[src/hdl/colmix_pkg.sv]
// shared widths, layer codes and priority index layout, imported by every colour mixer RTL file
package colmix_pkg;

    localparam int char_w  = 7;   // char layer pixel
    localparam int obj_w   = 8;   // sprite layer pixel
    localparam int scr_w   = 8;   // scroll layer pixel
    localparam int pal_aw  = 9;   // entries per palette bank
    localparam int cpu_aw  = 10;  // msb selects the blue bank
    localparam int prio_aw = 8;   // 256 entry priority prom
    localparam int rgb_w   = 4;   // per colour component
    localparam int cpu_dw  = 8;   // cpu data bus, same as a green/red entry

    // priority prom output
    // both low codes mean char
    typedef enum logic [1:0] {
        layer_char     = 2'd0,
        layer_char_alt = 2'd1,
        layer_obj      = 2'd2,
        layer_scr      = 2'd3
    } layer_t;

    // bit positions inside the prom index
    localparam int idx_scr_msb    = 7;  // scroll pixel bit 7
    localparam int idx_obj_msb    = 6;  // obj pixel bit 7
    localparam int idx_obj_blank  = 5;  // obj low nibble all zero
    localparam int idx_char_blank = 4;  // char low nibble all zero
                                        // bits 3..0 take the scroll low nibble

    // top two palette address bits per winning layer
    function automatic logic [1:0] pal_index_base(input layer_t code);
        case (code)
            layer_obj: return 2'b01;
            layer_scr: return 2'b10;
            default:   return 2'b00;    // char, either code
        endcase
    endfunction

    function automatic logic [prio_aw-1:0] prio_index(
        input logic [char_w-1:0] char_pxl,
        input logic [obj_w-1:0]  obj_pxl,
        input logic [scr_w-1:0]  scr_pxl
    );
        logic [prio_aw-1:0] idx;
        idx                 = '0;
        idx[3:0]            = scr_pxl[3:0];
        idx[idx_char_blank] = ~|char_pxl[3:0];
        idx[idx_obj_blank]  = ~|obj_pxl[3:0];
        idx[idx_obj_msb]    = obj_pxl[obj_w-1];
        idx[idx_scr_msb]    = scr_pxl[scr_w-1];
        return idx;
    endfunction

endpackage

[src/hdl/pal_bus_if.sv]
// cpu palette access bundle, driven by the cpu port and served by the palette lookup
interface pal_bus_if
    import colmix_pkg::*;
();

    logic              cs;        // cpu owns the palette address this cycle
    logic [pal_aw-1:0] addr;      // entry address, bank bit stripped
    logic [cpu_dw-1:0] wdata;
    logic              we_gr;     // one clock pulse per write strobe
    logic              we_b;
    logic [cpu_dw-1:0] rdata_gr;  // registered ram output
    logic [rgb_w-1:0]  rdata_b;

    // cpu side
    modport port (
        output cs,
        output addr,
        output wdata,
        output we_gr,
        output we_b,
        input  rdata_gr,
        input  rdata_b
    );

    // ram side
    modport lookup (
        input  cs,
        input  addr,
        input  wdata,
        input  we_gr,
        input  we_b,
        output rdata_gr,
        output rdata_b
    );

endinterface

[src/hdl/cpu_pal_port.sv]
// cpu side of the palette that turns chip select into bank write pulses, instanced by the top
module cpu_pal_port
    import colmix_pkg::*;
(
    input  logic              clk,
    input  logic              reset,
    input  logic              pal_cs,
    input  logic              cpu_wr,
    input  logic [cpu_aw-1:0] cpu_addr,
    input  logic [cpu_dw-1:0] cpu_din,
    output logic [cpu_dw-1:0] pal_dout,   // valid 3 clocks after pal_cs rises
    pal_bus_if.port           bus
);

    logic bank_b;      // upper half of the cpu map is blue
    logic cs_d;
    logic wr_strobe;

    assign bank_b    = cpu_addr[cpu_aw-1];
    assign wr_strobe = pal_cs && !cs_d && cpu_wr;   // first clock of a write only

    // address and data are held by the cpu for the whole access
    assign bus.cs    = pal_cs;
    assign bus.addr  = cpu_addr[pal_aw-1:0];
    assign bus.wdata = cpu_din;

    always_ff @(posedge clk) begin
        if (reset) begin
            cs_d      <= 1'b0;
            bus.we_gr <= 1'b0;
            bus.we_b  <= 1'b0;
            pal_dout  <= '0;
        end else begin
            cs_d      <= pal_cs;
            bus.we_gr <= wr_strobe && !bank_b;   // ram writes on the next edge
            bus.we_b  <= wr_strobe && bank_b;
            if (pal_cs) begin
                // blue entries read back in the low nibble
                pal_dout <= bank_b ? {{(cpu_dw - rgb_w){1'b0}}, bus.rdata_b}
                                   : bus.rdata_gr;
            end
        end
    end

    // write lands one clock after the strobe, so the access must not move
    a_cpu_hold: assert property (@(posedge clk) disable iff (reset)
        pal_cs && cs_d |-> $stable({cpu_addr, cpu_din, cpu_wr}))
        else $error("cpu access changed while pal_cs held");

endmodule

[src/flat_wrapper.sv]
// flat-port wrapper written by rule: the top's interface ports become plain ports
module cpu_pal_port_flat import colmix_pkg::*;
  (clk, reset, pal_cs, cpu_wr, cpu_addr, cpu_din, pal_dout, bus_cs, bus_addr, bus_wdata, bus_we_gr, bus_we_b, bus_rdata_gr, bus_rdata_b);
  pal_bus_if bus_i ();
  input  logic clk;
  input  logic reset;
  input  logic pal_cs;
  input  logic cpu_wr;
  input  logic [cpu_aw-1:0] cpu_addr;
  input  logic [cpu_dw-1:0] cpu_din;
  output logic [cpu_dw-1:0] pal_dout;
  output wire logic [$bits(bus_i.cs)-1:0] bus_cs;
  output wire logic [$bits(bus_i.addr)-1:0] bus_addr;
  output wire logic [$bits(bus_i.wdata)-1:0] bus_wdata;
  output wire logic [$bits(bus_i.we_gr)-1:0] bus_we_gr;
  output wire logic [$bits(bus_i.we_b)-1:0] bus_we_b;
  input wire logic [$bits(bus_i.rdata_gr)-1:0] bus_rdata_gr;
  input wire logic [$bits(bus_i.rdata_b)-1:0] bus_rdata_b;
  assign bus_cs = bus_i.cs;
  assign bus_addr = bus_i.addr;
  assign bus_wdata = bus_i.wdata;
  assign bus_we_gr = bus_i.we_gr;
  assign bus_we_b = bus_i.we_b;
  assign bus_i.rdata_gr = bus_rdata_gr;
  assign bus_i.rdata_b = bus_rdata_b;
  cpu_pal_port u_core (.clk(clk), .reset(reset), .pal_cs(pal_cs), .cpu_wr(cpu_wr), .cpu_addr(cpu_addr), .cpu_din(cpu_din), .pal_dout(pal_dout), .bus(bus_i));
endmodule
[config.mk]
export PLATFORM = sky130hd
export DESIGN_NAME = cpu_pal_port_flat
export DESIGN_NICKNAME = d
export VERILOG_FILES = /design/src/hdl/colmix_pkg.sv /design/src/hdl/pal_bus_if.sv /design/src/hdl/cpu_pal_port.sv /design/src/flat_wrapper.sv
export SDC_FILE = /design/constraint.sdc
export NUM_CORES = 1
export LEC_CHECK = 0
export ABC_AREA = 1
export ABC_CLOCK_PERIOD_IN_PS = 1400
export BUFFER_PORTS_ARGS = -buffer_cell sky130_fd_sc_hd__buf_2
export CAP_MARGIN = 20
export CORE_MARGIN = 4
export CORE_UTILIZATION = 36
export DETAILED_ROUTE_END_ITERATION = 6
export PLACE_DENSITY = 0.93
export SLEW_MARGIN = 5
export SYNTH_ARGS = -nofsm -noshare
export SYNTH_HDL_FRONTEND = slang
export SYNTH_SLANG_ARGS = --single-unit
[constraint.sdc]
create_clock -name clk -period 1.4 [get_ports clk]
set_input_delay 0.21 -clock clk [delete_from_list [all_inputs] [get_ports clk]]
set_output_delay 0.21 -clock clk [all_outputs]
set_load 0.005 [all_outputs]
==> results.yml <==
drt:
  firstDrtPassIters: 4
  vias: 474
  wl_met3_um: 124
  met1Wirelength_um: 410
  drt_iter0_drc: 4
  routed_wl_mm: 1.08
  maxUsedRoutingLayer: "met3"
  viasPerCell: 4.43
  detail-route-antenna-nets: 0
  route.met2.wl_um: 549
  drc_errors: 0
  routedWlPerCell_um: 10.1
synthesis:
  syn_nets: 114
  avgSynthCellArea_sq_um: 7.30
  synth_edf_count: 0
  yosys_warnings: 0
  ys_types: 11
  ys.flop_type: "dfxtp_1"
  synthArstFlopShare: 0
  synth_top_area_frac: 0.377
  synth_area_sq_um: 584
  yosysMostFrequentCell: "buf_4"
  synth_seq_cells: 11
  synthTopCellsByArea: "dfxtp_1, buf_4, nor2_1"
  synthTopCellsByCount: "buf_4, nor2_1, nand2_1, dfxtp_1, inv_1"
  synthCells: 80
  synth_seq_area_share: 0.377
  yosys.area.top_type: "dfxtp_1"
sta:
  tightest_slew_ns: 0.222
  finalHoldViolCount: 0
  clock_skew_ns: 0.00352
  finalCriticalPeriod_ns: 0.924
  setup_viol: 0
  finalSetupTns_ns: 0
  relSlewSlack: 0.852
  rsz0062_at_grt: "no"
  slew_viol_final: 0
  min_period_over_period: 0.660
  fmax_ghz: 1.08
finish:
  syn2layout_area_growth_pct: 4.28
  fillCellCount: 167
  nets: 126
  stdcell_count: 107
  stdcell_area_sq_um: 609
  antennaDiodeCount: 0
  final_layout_size_suffix_gt1_frac: 0.374
global_routing:
  track_usage: 0.107
  grt_max_degree: 15
  grt_pass1_vias: 419
  grt.overflow.total: 0
  antenna_found_initial: 0
  grt_pass1_wl_mm: 1.68
floorplanning:
  die_x_um: 48.3
  pin_count: 62
  start_util: 0.383
  dieArea_sq_um: 2330
  dieHeight_um: 48.3
  rows: 14
  coreArea_sq_um: 1520
power:
  ir_drop_mv: 0.549
  p_leak_nw: 0.340
  power_density_nw_per_um2: 1040
  p_total_uw: 632
setup_path:
  endpoint_kind: "output port"
  crit_chain: "buf_2"
  cp-start-kind: "flip-flop"
  crit_family: "flip-flops"
  critPathBufInv: 1
  slowest_delay_ns: 0.33
  required_ns: 1.19
  cp_data_arrival_time_ns: 0.71
  cpMaxStageDelayCell: "dfxtp_1"
  worstPathMaxFanout: 2
  worstSetupPathType: "flip-flop to output port"
placed_design:
  post-dp-hpwl_um: 901
  dp_cells: 103
  dpl_cell_area_sq_um: 582
  gp_congestion: 0.666
  port_buffers: 27
clocking:
  clockRootBuffer: "clkbuf_4"
  cts_tree: "built"
  clock_sinks: 11
  insertion_delay_ns: 0.27
  cts_hold_buf: 0
  cts_resized: 0
  clk_path_buf_depth: 2
  numCtsBuffers: 3
  htreeDepth: 1
  cts.clk_slew.worst_paths_ns: 0.07
  post-cts-setup-buffer-count: 0
outcome:
  status: "finished, final reports clean"
job:
  maxCapViolations: 0
worst_hold_path:
  hold_path_class: "primary input to flip-flop"
==> report_power, final <==
group / internal [mW] / leakage [nW] / total (mW) / switching, mW
Combinational: 0.0414 / 0.231 / 0.0871 / 0.0458
Sequential: 0.328 / 0.0904 / 0.334 / 0.00571
Clock: 0.106 / 0.0177 / 0.211 / 0.105
==> state kept, by name, summed over array words and instances (netlist names) <==
register and cells:
u_core.bus.we_b 1, u_core.cs_d 1, u_core.bus.we_gr 1, u_core.pal_dout 8
==> cell families (layout without fill, tap and decap cells) <==
family                 after synthesis  count (layout)  share of synthesized area
flip-flops                          11              11                      0.377
buffers and inverters               28              39                      0.321
AND/OR/NAND/NOR                     33              33                      0.233
AO/OA/AOI/OAI                        8               8                     0.0685
==> worst register-to-register path: stages (launching register included) <==
cell     delay, ns
dfxtp_1       0.31
o21ai_0       0.16
nor2_1        0.06
==> stage by stage <==
step	util	hold WS [ns]	worst slack, ns
2_1_floorplan	-	0.279	0.766
3_3_place_gp	0.382	0.420	0.602
3_5_place_dp	0.382	0.420	0.542
4_1_cts	0.400	0.183	0.463
5_1_grt	0.400	0.190	0.418
6_report	0.400	0.192	0.476
==> metal layers <==
| metal | track usage | vias to the layer above |
|---|---|---|
| met4 | 0.0323 | 0 |
| met2 | 0.167 | 25 |
| met1 | 0.113 | 203 |
| met5 | 0 | - |
| met3 | 0.0775 | 0 |
| li1 | - | 246 |
==> cell usage in the layout (no fill, tap or decap) <==
master	count
inv_2	2
o21ai_0	4
nor2_1	15
clkbuf_4	3
buf_2	27
a21oi_1	4
nand3_1	4
inv_1	6
clkinv_2	1
nand2_1	13
dfxtp_1	11
nor2_4	1
==> final timing paths <==
path	slack, ns	cells after the start	endpoint	from
worst min register to register	0.47	2	u_core.pal_dout[5]	u_core.pal_dout[5]
worst min-delay path	0.19	2	u_core.cs_d	reset
worst max-delay path	0.48	1	pal_dout[7]	u_core.pal_dout[7]
worst max register to register	0.76	2	u_core.pal_dout[0]	u_core.pal_dout[0]
==> cell type report <==
type	instances	area (sq um)	area share
clock inverters	1	5.00	0.00821
well taps	16	20.0	0.0329
multi-input cells	41	176	0.290
flip-flops and latches	11	220	0.361
clock buffers	3	22.5	0.0370
repair buffers	27	135	0.222
inverters	8	30.0	0.0493
Note: power is estimated with default switching activity, not from simulation.
