## src/hdl/colmix_pkg.sv

```systemverilog
// shared widths, layer codes and priority index layout, imported by every colour mixer RTL file
package colmix_pkg;

    localparam int char_w  = 7;   // char layer pixel
    localparam int obj_w   = 8;   // sprite layer pixel
    localparam int scr_w   = 8;   // scroll layer pixel
    localparam int pal_aw  = 9;   // entries per palette bank
    localparam int cpu_aw  = 10;  // msb selects the blue bank
    localparam int prio_aw = 8;   // 256 entry priority prom
    localparam int rgb_w   = 4;   // per colour component
    localparam int cpu_dw  = 8;   // cpu data bus, same as a green/red entry

    // priority prom output
    // both low codes mean char
    typedef enum logic [1:0] {
        layer_char     = 2'd0,
        layer_char_alt = 2'd1,
        layer_obj      = 2'd2,
        layer_scr      = 2'd3
    } layer_t;

    // bit positions inside the prom index
    localparam int idx_scr_msb    = 7;  // scroll pixel bit 7
    localparam int idx_obj_msb    = 6;  // obj pixel bit 7
    localparam int idx_obj_blank  = 5;  // obj low nibble all zero
    localparam int idx_char_blank = 4;  // char low nibble all zero
                                        // bits 3..0 take the scroll low nibble

    // top two palette address bits per winning layer
    function automatic logic [1:0] pal_index_base(input layer_t code);
        case (code)
            layer_obj: return 2'b01;
            layer_scr: return 2'b10;
            default:   return 2'b00;    // char, either code
        endcase
    endfunction

    function automatic logic [prio_aw-1:0] prio_index(
        input logic [char_w-1:0] char_pxl,
        input logic [obj_w-1:0]  obj_pxl,
        input logic [scr_w-1:0]  scr_pxl
    );
        logic [prio_aw-1:0] idx;
        idx                 = '0;
        idx[3:0]            = scr_pxl[3:0];
        idx[idx_char_blank] = ~|char_pxl[3:0];
        idx[idx_obj_blank]  = ~|obj_pxl[3:0];
        idx[idx_obj_msb]    = obj_pxl[obj_w-1];
        idx[idx_scr_msb]    = scr_pxl[scr_w-1];
        return idx;
    endfunction

endpackage

```

## src/hdl/prio_select.sv

```systemverilog
// priority prom with load port, picks the winning layer and forms the pixel palette address
module prio_select
    import colmix_pkg::*;
(
    input  logic               clk,
    input  logic               reset,
    input  logic [char_w-1:0]  char_pxl,
    input  logic [obj_w-1:0]   obj_pxl,
    input  logic [scr_w-1:0]   scr_pxl,
    input  logic [prio_aw-1:0] prog_addr,
    input  logic [1:0]         prom_din,
    input  logic               prom_we,
    output logic [pal_aw-1:0]  pix_addr   // one clock after the code
);

    localparam int pxl_keep = pal_aw - 2;  // pixel bits under the layer base

    layer_t              prom [2**prio_aw];
    layer_t              prio_code;
    logic [prio_aw-1:0]  prio_idx;
    logic [char_w-1:0]   char_d;
    logic [obj_w-1:0]    obj_d;
    logic [scr_w-1:0]    scr_d;
    logic [pxl_keep-1:0] win_pxl;

    assign prio_idx = prio_index(char_pxl, obj_pxl, scr_pxl);

    // load port, read sees the write from the next clock
    always_ff @(posedge clk) begin
        if (prom_we) begin
            prom[prog_addr] <= layer_t'(prom_din);
        end
    end

    always_ff @(posedge clk) begin
        if (reset) begin
            prio_code <= layer_char;
        end else begin
            prio_code <= prom[prio_idx];   // synchronous prom read
        end
    end

    // pixels follow the prom by one clock so each code meets its own pixel
    always_ff @(posedge clk) begin
        char_d <= char_pxl;
        obj_d  <= obj_pxl;
        scr_d  <= scr_pxl;
    end

    always_comb begin
        case (prio_code)
            layer_obj: win_pxl = obj_d[pxl_keep-1:0];   // bit 7 dropped
            layer_scr: win_pxl = scr_d[pxl_keep-1:0];
            default:   win_pxl = char_d[pxl_keep-1:0];
        endcase
    end

    always_ff @(posedge clk) begin
        pix_addr <= {pal_index_base(prio_code), win_pxl};
    end

    // programmed prom must resolve every index the layers can form
    a_code_known: assert property (@(posedge clk) disable iff (reset)
        !$isunknown({char_pxl, obj_pxl, scr_pxl}) |=> !$isunknown(prio_code))
        else $error("priority code unknown for known layer pixels");

endmodule

```

## config.mk

```make
export PLATFORM = sky130hd
export DESIGN_NAME = prio_select
export DESIGN_NICKNAME = d
export VERILOG_FILES = /design/src/hdl/colmix_pkg.sv /design/src/hdl/prio_select.sv
export SDC_FILE = /design/constraint.sdc
export NUM_CORES = 1
export LEC_CHECK = 0
export BUFFER_PORTS_ARGS = -buffer_cell sky130_fd_sc_hd__buf_2
export CELL_PAD_IN_SITES_DETAIL_PLACEMENT = 1
export CELL_PAD_IN_SITES_GLOBAL_PLACEMENT = 1
export CORE_ASPECT_RATIO = 2
export CORE_MARGIN = 5
export CORE_UTILIZATION = 50
export CTS_CLUSTER_DIAMETER = 80
export DETAILED_ROUTE_END_ITERATION = 16
export PLACE_DENSITY_LB_ADDON = 0.1
export SETUP_SLACK_MARGIN = 0.5
export SKIP_CTS_REPAIR_TIMING = 1
export SKIP_LAST_GASP = 1
export SYNTH_ARGS = -nofsm -noshare
export SYNTH_HDL_FRONTEND = slang
export SYNTH_SLANG_ARGS = --single-unit
```

## constraint.sdc

```tcl
create_clock -name clk -period 2.4 [get_ports clk]
set_input_delay 0.24 -clock clk [delete_from_list [all_inputs] [get_ports clk]]
set_output_delay 0.24 -clock clk [all_outputs]
set_load 0.005 [all_outputs]
```

==> results of run 1 <==
## cell usage in the layout (no fill, tap or decap), types with 15 or more instances in the layout
cell type and count:
nand2_1 29, buf_2 40, nor2_1 285, dfxtp_1 32
nand3_1 33, buf_4 101, o221ai_1 15, o21ai_0 20
edfxtp_1 512, mux2i_1 101, dlygate4sd3_1 18, mux4_2 88
buf_12 22, clkbuf_16 49
## cells by family (layout without fill, tap and decap cells)
logic type	count (synthesis)	count (layout)	share of synthesized area, %
other cells	0	2	0
simple gates	395	395	7.52
buf+inv	100	271	2.47
flops	544	544	72.3
compound gates	120	120	3.99
mux	193	193	13.7
## per-layer routing
metal / global-route usage [%] / vias to the layer above / routed length [um]
met2: 45.5 / 335 / 33100
met4: 10.4 / 8 / 2860
met1: 27.1 / 6568 / 21200
met3: 3.48 / 146 / 2520
li1: - / 5525 / -
met5: 0 / - / 56
## flip-flops by register name (all words and copies together) (netlist names)
| name | cells |
|---|---|
| pix_addr | 9 |
| scr_d | 7 |
| obj_d | 7 |
| char_d | 7 |
| prom | 512 |
| prio_code | 2 |
## final cells by class
type                       instances  area [um2]  share of cell area [%]
clock buffer                      60        1340                    5.21
inverter                           3        11.3                  0.0439
tap                              555         694                    2.71
multi-input combinational        708        5670                    22.1
antenna                            2        5.00                  0.0195
clock inverter                    24         325                    1.27
sequential                       544       16000                    62.4
timing repair buffer             184        1620                    6.30
## how the worst max path moves through the flow
| stage | from | to | cells past startpoint |
|---|---|---|---|
| final | prom[124][1]$_DFFE_PP_ | prio_code[1]$_SDFF_PP0_ | 8 |
| after global routing | prom[124][1]$_DFFE_PP_ | prio_code[1]$_SDFF_PP0_ | 8 |
| after CTS | prom[171][0]$_DFFE_PP_ | prio_code[0]$_SDFF_PP0_ | 6 |
| after detailed placement | scr_pxl[0] | prio_code[0]$_SDFF_PP0_ | 10 |
| after global placement | scr_pxl[1] | prio_code[0]$_SDFF_PP0_ | 9 |
| after floorplan | scr_pxl[0] | prio_code[0]$_SDFF_PP0_ | 8 |
## power groups by stage
| stage | clock [mW] | sequential, mW | combinational (mW) |
|---|---|---|---|
| after floorplan | 0 | 10.6 | 0.606 |
| after global placement | 0 | 10.7 | 1.15 |
| after detailed placement | 0 | 10.7 | 1.18 |
| after CTS | 8.34 | 10.5 | 1.18 |
| after global routing | 8.79 | 10.5 | 1.28 |
| final | 8.22 | 10.5 | 1.20 |
## metrics by stage
step / setup TNS [ns] / util [%] / total power, mW
final: 0 / 58.3 / 19.9
after global routing: 0 / 58.3 / 20.5
after CTS: 0 / 57.7 / 20.0
after detailed placement: -0.379 / 53.9 / 11.8
after global placement: -0.423 / 53.9 / 11.8
after floorplan: 0 / - / 11.3
==> results.json, run 1 <==
{
  "via_per_inst": 6.05,
  "syn-cell-area_um2": 22100,
  "final_cell_area_um2": 25700,
  "yosys-top-cells-count": "edfxtp_1 (512), nor2_1 (285), mux2i_1 (102), mux4_2 (88), clkbuf_1 (54)",
  "rr_startpoint": "prom[124][1]$_DFFE_PP_",
  "htree_levels": 2,
  "worstPathRequired_ns": 2.86,
  "drt_iter0_markers": 846,
  "crit_buf_inv": 1,
  "drt_pass1_iterations": 4,
  "row_count": 109,
  "synth_top_flop_cell": "edfxtp_1",
  "dpl.hpwl_mm": 39.6,
  "r2r_slack_ns": 0.27,
  "yosysWarnings": 0,
  "maxSlewViolCount": 0,
  "intPower_mw": 15.7,
  "cts_tree": "done",
  "placedInstanceArea_um2": 23800,
  "worst_hold_path_type": "input port to flip-flop",
  "final_hold_viol_count": 0,
  "drive_gt1_share_pct": 22.8,
  "synth_nets": 1388,
  "synth_most_common_cell": "edfxtp_1",
  "dpl.cell_count": 1976,
  "cp_cell_sequence": "mux4_2 -> mux2_4 -> nand4_1 -> o311ai_4 -> o31ai_2 -> buf_4 -> a41o_1 -> nand2_1",
  "combPwrFrac_pct": 6.1,
  "start_util_pct": 50.3,
  "slew_headroom_pct": 53.3,
  "synth_top_area_share_pct": 69.4,
  "worstPathMaxFanout": 1,
  "crit_slowest_cell": "mux4_2",
  "critPathCaptureType": "flip-flop",
  "holdWs_ns": 0.0616,
  "clockBufferDepth": 3,
  "sequentialPowerShare_pct": 52.6,
  "r2r_end": "prio_code[1]$_SDFF_PP0_",
  "grt-ovfl-total": 0,
  "clock-root-buffer": "clkbuf_16",
  "fmax_mhz": 469,
  "synth_edf_count": 512,
  "fin_crit_sh_pct": 88.9,
  "syn_avg_cell_area_um2": 16.4,
  "clock_latency_ns": 0.57,
  "wl_per_cell_um": 28.7,
  "vdd_drop_max_mv": 0.617,
  "wirelength_mm": 59.8,
  "cts_inserted_buffers": 48,
  "p_per_area_nw_per_um2": 774,
  "core_area_um2": 44100,
  "nets": 1525,
  "worst-r2r-cell-count": 8,
  "fin_cells": 2080,
  "cp_slowest_stage_delay_ns": 0.48,
  "fillers": 4012,
  "skew_ns": 0.0125,
  "p_clk_share_pct": 41.4,
  "grt_use_total_pct": 24.2,
  "antenna_left": 0,
  "die_h_um": 308,
  "clk_pin_slew_ns": 0.07,
  "cp_top_family": "multiplexers",
  "critPathLaunchType": "flip-flop",
  "synth_seq_cells": 544,
  "drcViolationCount": 0,
  "setup_violations": 0,
  "port_buffers": 44,
  "die-area_um2": 48900,
  "leakagePower_nw": 8.32,
  "syn_inst": 1352,
  "antenna_found_initial": 6,
  "place_congestion": 0.776,
  "cts.sinks": 544,
  "hold_path_end": "scr_d[2]$_DFF_P_",
  "p_switching_mw": 4.17,
  "grt_max_degree": 66,
  "yosys-top-cells-area": "edfxtp_1 (69%), mux4_2 (8.9%), nor2_1 (4.8%), mux2i_1 (4.6%), dfxtp_1 (2.9%)",
  "boundaryPins": 45,
  "min_path_cells": 2,
  "area_growth_pct": 15.9,
  "worstMarginPinSlew_ns": 0.699,
  "maxCapViolCount": 0,
  "crit_type": "flip-flop to flip-flop",
  "async_flop_share_pct": 0,
  "synth_area_leader_cell": "edfxtp_1",
  "min_from": "scr_pxl[2]",
  "grt_pass1_wl_mm": 88.2,
  "die_w_um": 159,
  "min_period_ns": 2.13,
  "rsz0062_at_grt": "true",
  "ys_seq_area_share_pct": 72.3,
  "dpl_worst_slack_ns": -0.291,
  "yosys.cell_types.count": 54,
  "timing.final.ws_setup_ns": 0.266,
  "swShare_pct": 21.0,
  "grt_pass1_vias": 14000,
  "status": "finished, final reports clean",
  "vias": 12600,
  "arrival_ns": 2.60
}
No activity file was read; power rests on OpenSTA's default activity.
==> inputs of run 2 (changes only) <==
Settings changed: ABC_AREA set to 1.
==> run 2 against run 1 <==
Compared with the run above:
- critical path depth increased by 1
- largest cell class unchanged
- first-iteration DRC count increased by 42%
- flip-flop and latch count unchanged
- cell count increased by 33%
- setup slack improved by 0.30 ns
- final area decreased by 0.76%
- clock power decreased by 7.8%
- utilization decreased by 2.4 points
- synthesized cell count increased by 57%
- sequential power about the same
==> results.json, run 2 <==
{
  "status": "finished, final reports clean",
  "clock-root-buffer": "clkbuf_16",
  "synth_area_leader_cell": "edfxtp_1",
  "busiest_layer": "met2",
  "drt_iter0_markers": 1200,
  "clk_pin_slew_ns": 0.07,
  "critPathCaptureType": "flip-flop",
  "fmax_mhz": 546,
  "grt_use_met2_pct": 45.3,
  "crit_type": "input port to flip-flop",
  "clockBufferDepth": 3,
  "tns_ns": 0,
  "grt_pass1_wl_mm": 97.9,
  "rsz0062_at_grt": "false",
  "via_per_inst": 5.75,
  "wirelength_mm": 64.7,
  "final_util_pct": 55.9,
  "cp_slowest_stage_delay_ns": 0.55,
  "place_congestion": 0.823,
  "maxSlewViolCount": 0,
  "row_count": 111,
  "die-area_um2": 50400,
  "synth_seq_cells": 544,
  "cp_top_family": "buffers and inverters",
  "worst_hold_path_type": "input port to flip-flop",
  "die_w_um": 161,
  "yosys-top-cells-area": "edfxtp_1 (67%), nand3_1 (11%), nand2_1 (10%), nor2_1 (4.7%), dfxtp_1 (2.8%)",
  "yosys-top-cells-count": "nand2_1 (618), edfxtp_1 (512), nand3_1 (494), nor2_1 (286), clkbuf_1 (50)",
  "final_hold_viol_count": 0,
  "regMostFlops": "prom",
  "crit_buf_inv": 4,
  "area_growth_pct": 11.4,
  "p_per_area_nw_per_um2": 759,
  "antenna_left": 0,
  "vias": 15900,
  "synth_top_area_share_pct": 67.2,
  "grt_use_total_pct": 25.4,
  "leakagePower_nw": 8.98,
  "drt_pass1_iterations": 5,
  "skew_ns": 0.0133,
  "core_area_um2": 45600,
  "crit_slowest_cell": "dlygate4sd3_1",
  "p_total_mw": 19.3,
  "drive_gt1_share_pct": 8.55,
  "htree_levels": 2,
  "gr-usage-met1_pct": 32.4,
  "syn_avg_cell_area_um2": 10.8,
  "sequentialPowerShare_pct": 54.0,
  "dpl.hpwl_mm": 39.7,
  "async_flop_share_pct": 0,
  "worstPathRequired_ns": 2.86,
  "p_clk_share_pct": 39.2,
  "largest_reg_flops": 512,
  "ys_seq_area_share_pct": 70.0,
  "intPower_mw": 15.0,
  "combPwrFrac_pct": 6.8,
  "grt-ovfl-total": 0,
  "cts_inserted_buffers": 46,
  "swShare_pct": 22.5,
  "synth_nets": 2163,
  "reg_top3": "prom (512), pix_addr (9)",
  "mostFrequentLayoutCells": "nand2_1 (618), edfxtp_1 (512), nand3_1 (494), nor2_1 (286)",
  "cts.sinks": 544,
  "final_cell_area_um2": 25500,
  "synth_top_flop_cell": "edfxtp_1",
  "yosys.cell_types.count": 18,
  "worstPathMaxFanout": 9,
  "maxCapViolCount": 0,
  "cp_cell_sequence": "dlygate4sd3_1 -> buf_2 -> nor4_2 -> buf_4 -> inv_1 -> nand3_1 -> nand3_1 -> nand3_1 -> a21oi_1",
  "nets": 2200,
  "slew_headroom_pct": 52.6,
  "syn-cell-area_um2": 22900,
  "vdd_drop_max_mv": 0.693,
  "cts_tree": "done",
  "worstMarginPinSlew_ns": 0.709,
  "synth_edf_count": 512,
  "p_switching_mw": 4.36,
  "fillers": 4863,
  "antenna_found_initial": 1,
  "final_common_cell": "nand2_1",
  "syn_inst": 2127,
  "port_buffers": 44,
  "grt_pass1_vias": 16600,
  "boundaryPins": 45,
  "met3_usage_pct": 2.47,
  "arrival_ns": 2.29,
  "clock_latency_ns": 0.57,
  "fin_crit_sh_pct": 76.3,
  "synth_most_common_cell": "nand2_1",
  "cp_common_cell": "nand3_1",
  "critPathLaunchType": "input port",
  "start_util_pct": 50.2,
  "placedInstanceArea_um2": 23800,
  "drcViolationCount": 0,
  "die_h_um": 312,
  "wl_per_cell_um": 23.4,
  "yosysWarnings": 0,
  "grt_max_degree": 117,
  "min_period_ns": 1.83,
  "setup_violations": 0
}
[run 2: cell types whose count changed in the layout (fill, tap and decap cells not counted), moves of 14 or more]
cell	before	now
nand2_1	29	618
inv_1	2	36
nand4_1	14	0
mux2i_1	101	0
nand3_1	33	494
buf_4	101	48
o221ai_1	15	0
o21ai_0	20	0
mux4_2	88	0
[run 2: power by group through the flow]
stage | clock network (mW) | logic [mW] | registers [mW]
after floorplan | 0 | 0.713 | 10.6
after global placement | 0 | 1.27 | 10.6
after detailed placement | 0 | 1.29 | 10.6
after CTS | 7.70 | 1.30 | 10.4
after global routing | 8.10 | 1.44 | 10.4
final | 7.58 | 1.32 | 10.4
[run 2: cell families (layout without fill, tap and decap cells)]
kind of cell	after synthesis	in the layout	share of synthesized area (%)
and+or+nand+nor	1399	1399	25.7
buffers and inverters	182	255	4.25
AOI/OAI and AO/OA	2	2	0.0438
other	0	1	0
DFF	544	544	70.0
[run 2: area by class of cell]
cell class	instances	area [um2]	area share (%)
Multi-Input combinational cell	1401	5890	23.1
Timing Repair Buffer	130	1190	4.66
Clock inverter	29	254	0.997
Antenna cell	1	2.50	0.00982
Clock buffer	55	1260	4.94
Tap cell	565	707	2.77
Sequential cell	544	16000	62.9
Inverter	41	164	0.643
[run 2: stage by stage]
stage	hold slack [ns]	setup slack, ns	cells
finish	0.00790	0.570	2766
global route	0.00504	0.496	2765
CTS	-0.251	0.807	2746
detailed placement	0.345	0.245	2662
global placement	0.343	0.239	2662
floorplan	0.268	0.956	2127
[run 2: path summary, 6_finish.rpt]
check | start | cells past startpoint | slack, ns | to
setup / recovery | obj_pxl[0] | 9 | 0.57 | prio_code[1]$_SDFF_PP0_
hold / removal | scr_pxl[7] | 3 | 0.008 | prio_code[1]$_SDFF_PP0_
setup reg to reg | prom[171][0]$_DFFE_PP_ | 10 | 0.76 | prio_code[0]$_SDFF_PP0_
hold reg to reg | obj_d[6]$_DFF_P_ | 2 | 0.44 | pix_addr[6]$_DFF_P_
[run 2: worst register-to-register path: stages (launching register included)]
cell,delay (ns)
edfxtp_1,0.36
nand2_1,0.07
nand3_1,0.08
nand3_1,0.15
nand3_1,0.11
nand2_1,0.14
nand2_1,0.08
nand3_1,0.11
nand3_1,0.21
nand3_1,0.16
a21oi_1,0.07
[run 2: per-layer routing]
layer	part of all wire, %	wire (um)
met5	0.020	13
met4	3.5	2270
met3	4.5	2880
met2	52	33700
met1	40	25900
==> inputs of run 3 (changes only) <==
Clock period 2.4 ns to 1.8 ns, I/O delays scaled along.
==> run 3 against run 2 <==
Compared with the run above:
- the run now ends with negative hold slack left
- count of clock-buffer cells in the layout is 2 higher
- combinational power is 57% higher
- via count increased by 1.6%
- utilization is 3.2 points higher
- critical endpoint is now prio_code[0]$_SDFF_PP0_
==> results.json, run 3 (synthesis gave the netlist of run 2 again) <==
{
  "status": "finished, violations left",
  "violations": "negative hold slack",
  "cts_inserted_buffers": 47,
  "crit_slowest_cell": "edfxtp_1",
  "die_w_um": 161,
  "busiest_layer": "met2",
  "critPathCaptureType": "flip-flop",
  "min_period_ns": 1.37,
  "p_clk_share_pct": 39.7,
  "nets": 2260,
  "antenna_left": 0,
  "reg_top3": "prom (512), pix_addr (9)",
  "worstPathMaxFanout": 1,
  "crit_type": "flip-flop to flip-flop",
  "met3_usage_pct": 2.70,
  "grt_use_met2_pct": 48.0,
  "dpl.hpwl_mm": 42.6,
  "vdd_drop_max_mv": 0.902,
  "intPower_mw": 20.5,
  "setup_violations": 0,
  "clock_latency_ns": 0.58,
  "htree_levels": 2,
  "slew_headroom_pct": 60.9,
  "fin_cells": 2826,
  "wl_per_cell_um": 23.8,
  "area_growth_pct": 17.7,
  "critPathLaunchType": "flip-flop",
  "wirelength_mm": 67.3,
  "seqCellArea_um2": 16000,
  "mostFrequentLayoutCells": "nand2_1 (601), edfxtp_1 (512), nand3_1 (381), nor2_1 (286), nand3_2 (110)",
  "skew_ns": 0.0184,
  "vias": 16200,
  "drt_pass1_iterations": 5,
  "worstPathRequired_ns": 2.28,
  "maxSlewViolCount": 0,
  "grt_pass1_wl_mm": 100,
  "cp_cell_sequence": "nand2_1 -> nand3_1 -> nand3_2 -> nand3_2 -> nand3_2 -> nand2_2 -> nand2_4 -> nand3_2 -> nand3_2 -> a21oi_1",
  "worst_hold_path_type": "input port to flip-flop",
  "cp_slowest_stage_delay_ns": 0.41,
  "boundaryPins": 45,
  "multi_input_area_um2": 6530,
  "grt_pass1_vias": 17000,
  "fmax_mhz": 727,
  "die_h_um": 312,
  "maxCapViolCount": 0,
  "cts.sinks": 544,
  "grt-ovfl-total": 0,
  "cts_tree": "done",
  "final_hold_viol_count": 2,
  "grt_use_total_pct": 26.3,
  "clock-root-buffer": "clkbuf_16",
  "leakagePower_nw": 9.59,
  "fin_crit_sh_pct": 76.4,
  "sequentialPowerShare_pct": 52.5,
  "drt_iter0_markers": 1135,
  "grt_max_degree": 76,
  "combPwrFrac_pct": 7.8,
  "final_common_cell": "nand2_1",
  "largest_reg_flops": 512,
  "antenna_found_initial": 1,
  "swShare_pct": 22.7,
  "cp_common_cell": "nand3_2",
  "port_buffers": 44,
  "clk_pin_slew_ns": 0.07,
  "drive_gt1_share_pct": 16.5,
  "via_per_inst": 5.72,
  "p_per_area_nw_per_um2": 985,
  "p_switching_mw": 6.02,
  "core_area_um2": 45600,
  "rsz0062_at_grt": "true",
  "fillers": 4785,
  "die-area_um2": 50400,
  "worstMarginPinSlew_ns": 0.586,
  "clockBufferDepth": 3,
  "holdWs_ns": -0.0795,
  "start_util_pct": 50.2,
  "row_count": 111,
  "arrival_ns": 1.86,
  "drcViolationCount": 0,
  "gr-usage-met1_pct": 32.5,
  "dpl.cell_count": 2718,
  "place_congestion": 0.828,
  "regMostFlops": "prom"
}
-- run 3: changes by cell type in the layout (fill, tap and decap cells not counted), sizes merged --
cell,delta
buf,+56
bufinv,+2
clkbuf,+3
clkinv,-8
clkinvlp,+7
dlygate4sd3,+2
inv,-2
-- run 3: per-stage QoR --
| step | util [%] | power [mW] | TNS [ns] | area [um2] | setup slack (ns) |
|---|---|---|---|---|---|
| detailed placement | 53.7 | 16.1 | -0.584 | 24500 | -0.296 |
| global route | 59.1 | 27.4 | 0 | 26900 | 0.344 |
| CTS | 57.1 | 26.5 | 0 | 26000 | 0.274 |
| global placement | 53.7 | 16.0 | -0.500 | 24500 | -0.270 |
| floorplan | - | 15.2 | 0 | 22900 | 0.457 |
| finish | 59.1 | 26.5 | 0 | 26900 | 0.425 |
-- run 3: final timing paths --
| check | slack [ns] | cells past startpoint | startpoint | endpoint |
|---|---|---|---|---|
| max reg2reg | 0.43 | 10 | prom[199][0]$_DFFE_PP_ | prio_code[0]$_SDFF_PP0_ |
| min reg2reg | 0.44 | 2 | char_d[4]$_DFF_P_ | pix_addr[4]$_DFF_P_ |
| max | 0.43 | 10 | prom[199][0]$_DFFE_PP_ | prio_code[0]$_SDFF_PP0_ |
| min | -0.08 | 3 | scr_pxl[7] | prio_code[1]$_SDFF_PP0_ |
-- run 3: power by group through the flow --
stage / logic, mW / clock network [mW] / registers, mW
floorplan: 0.959 / 0 / 14.2
global placement: 1.83 / 0 / 14.2
detailed placement: 1.87 / 0 / 14.2
CTS: 1.88 / 10.7 / 13.9
global route: 2.23 / 11.3 / 13.9
finish: 2.07 / 10.5 / 13.9
-- run 3: area by class of cell --
type	instances	share of cell area (%)
Sequential cell	544	59.5
Multi-Input combinational cell	1401	24.3
Timing Repair Buffer	189	7.15
Clock buffer	57	4.59
Tap cell	565	2.63
Clock inverter	28	1.29
Inverter	41	0.609
Antenna cell	1	0.00929
-- run 3: routing by layer --
metal | wire (um) | share of wire, % | up-vias
met5 | 0 | 0 | -
met4 | 2320 | 3.4 | 0
met3 | 2890 | 4.3 | 124
met2 | 35800 | 53 | 367
met1 | 26400 | 39 | 8186
li1 | - | - | 7493
-- run 3: worst max-delay path: cells and delay by family (launching register included) --
kind,cells,cell delay (ns)
AND/OR/NAND/NOR,9,0.81
AO/OA/AOI/OAI,1,0.06
flip-flops,1,0.41
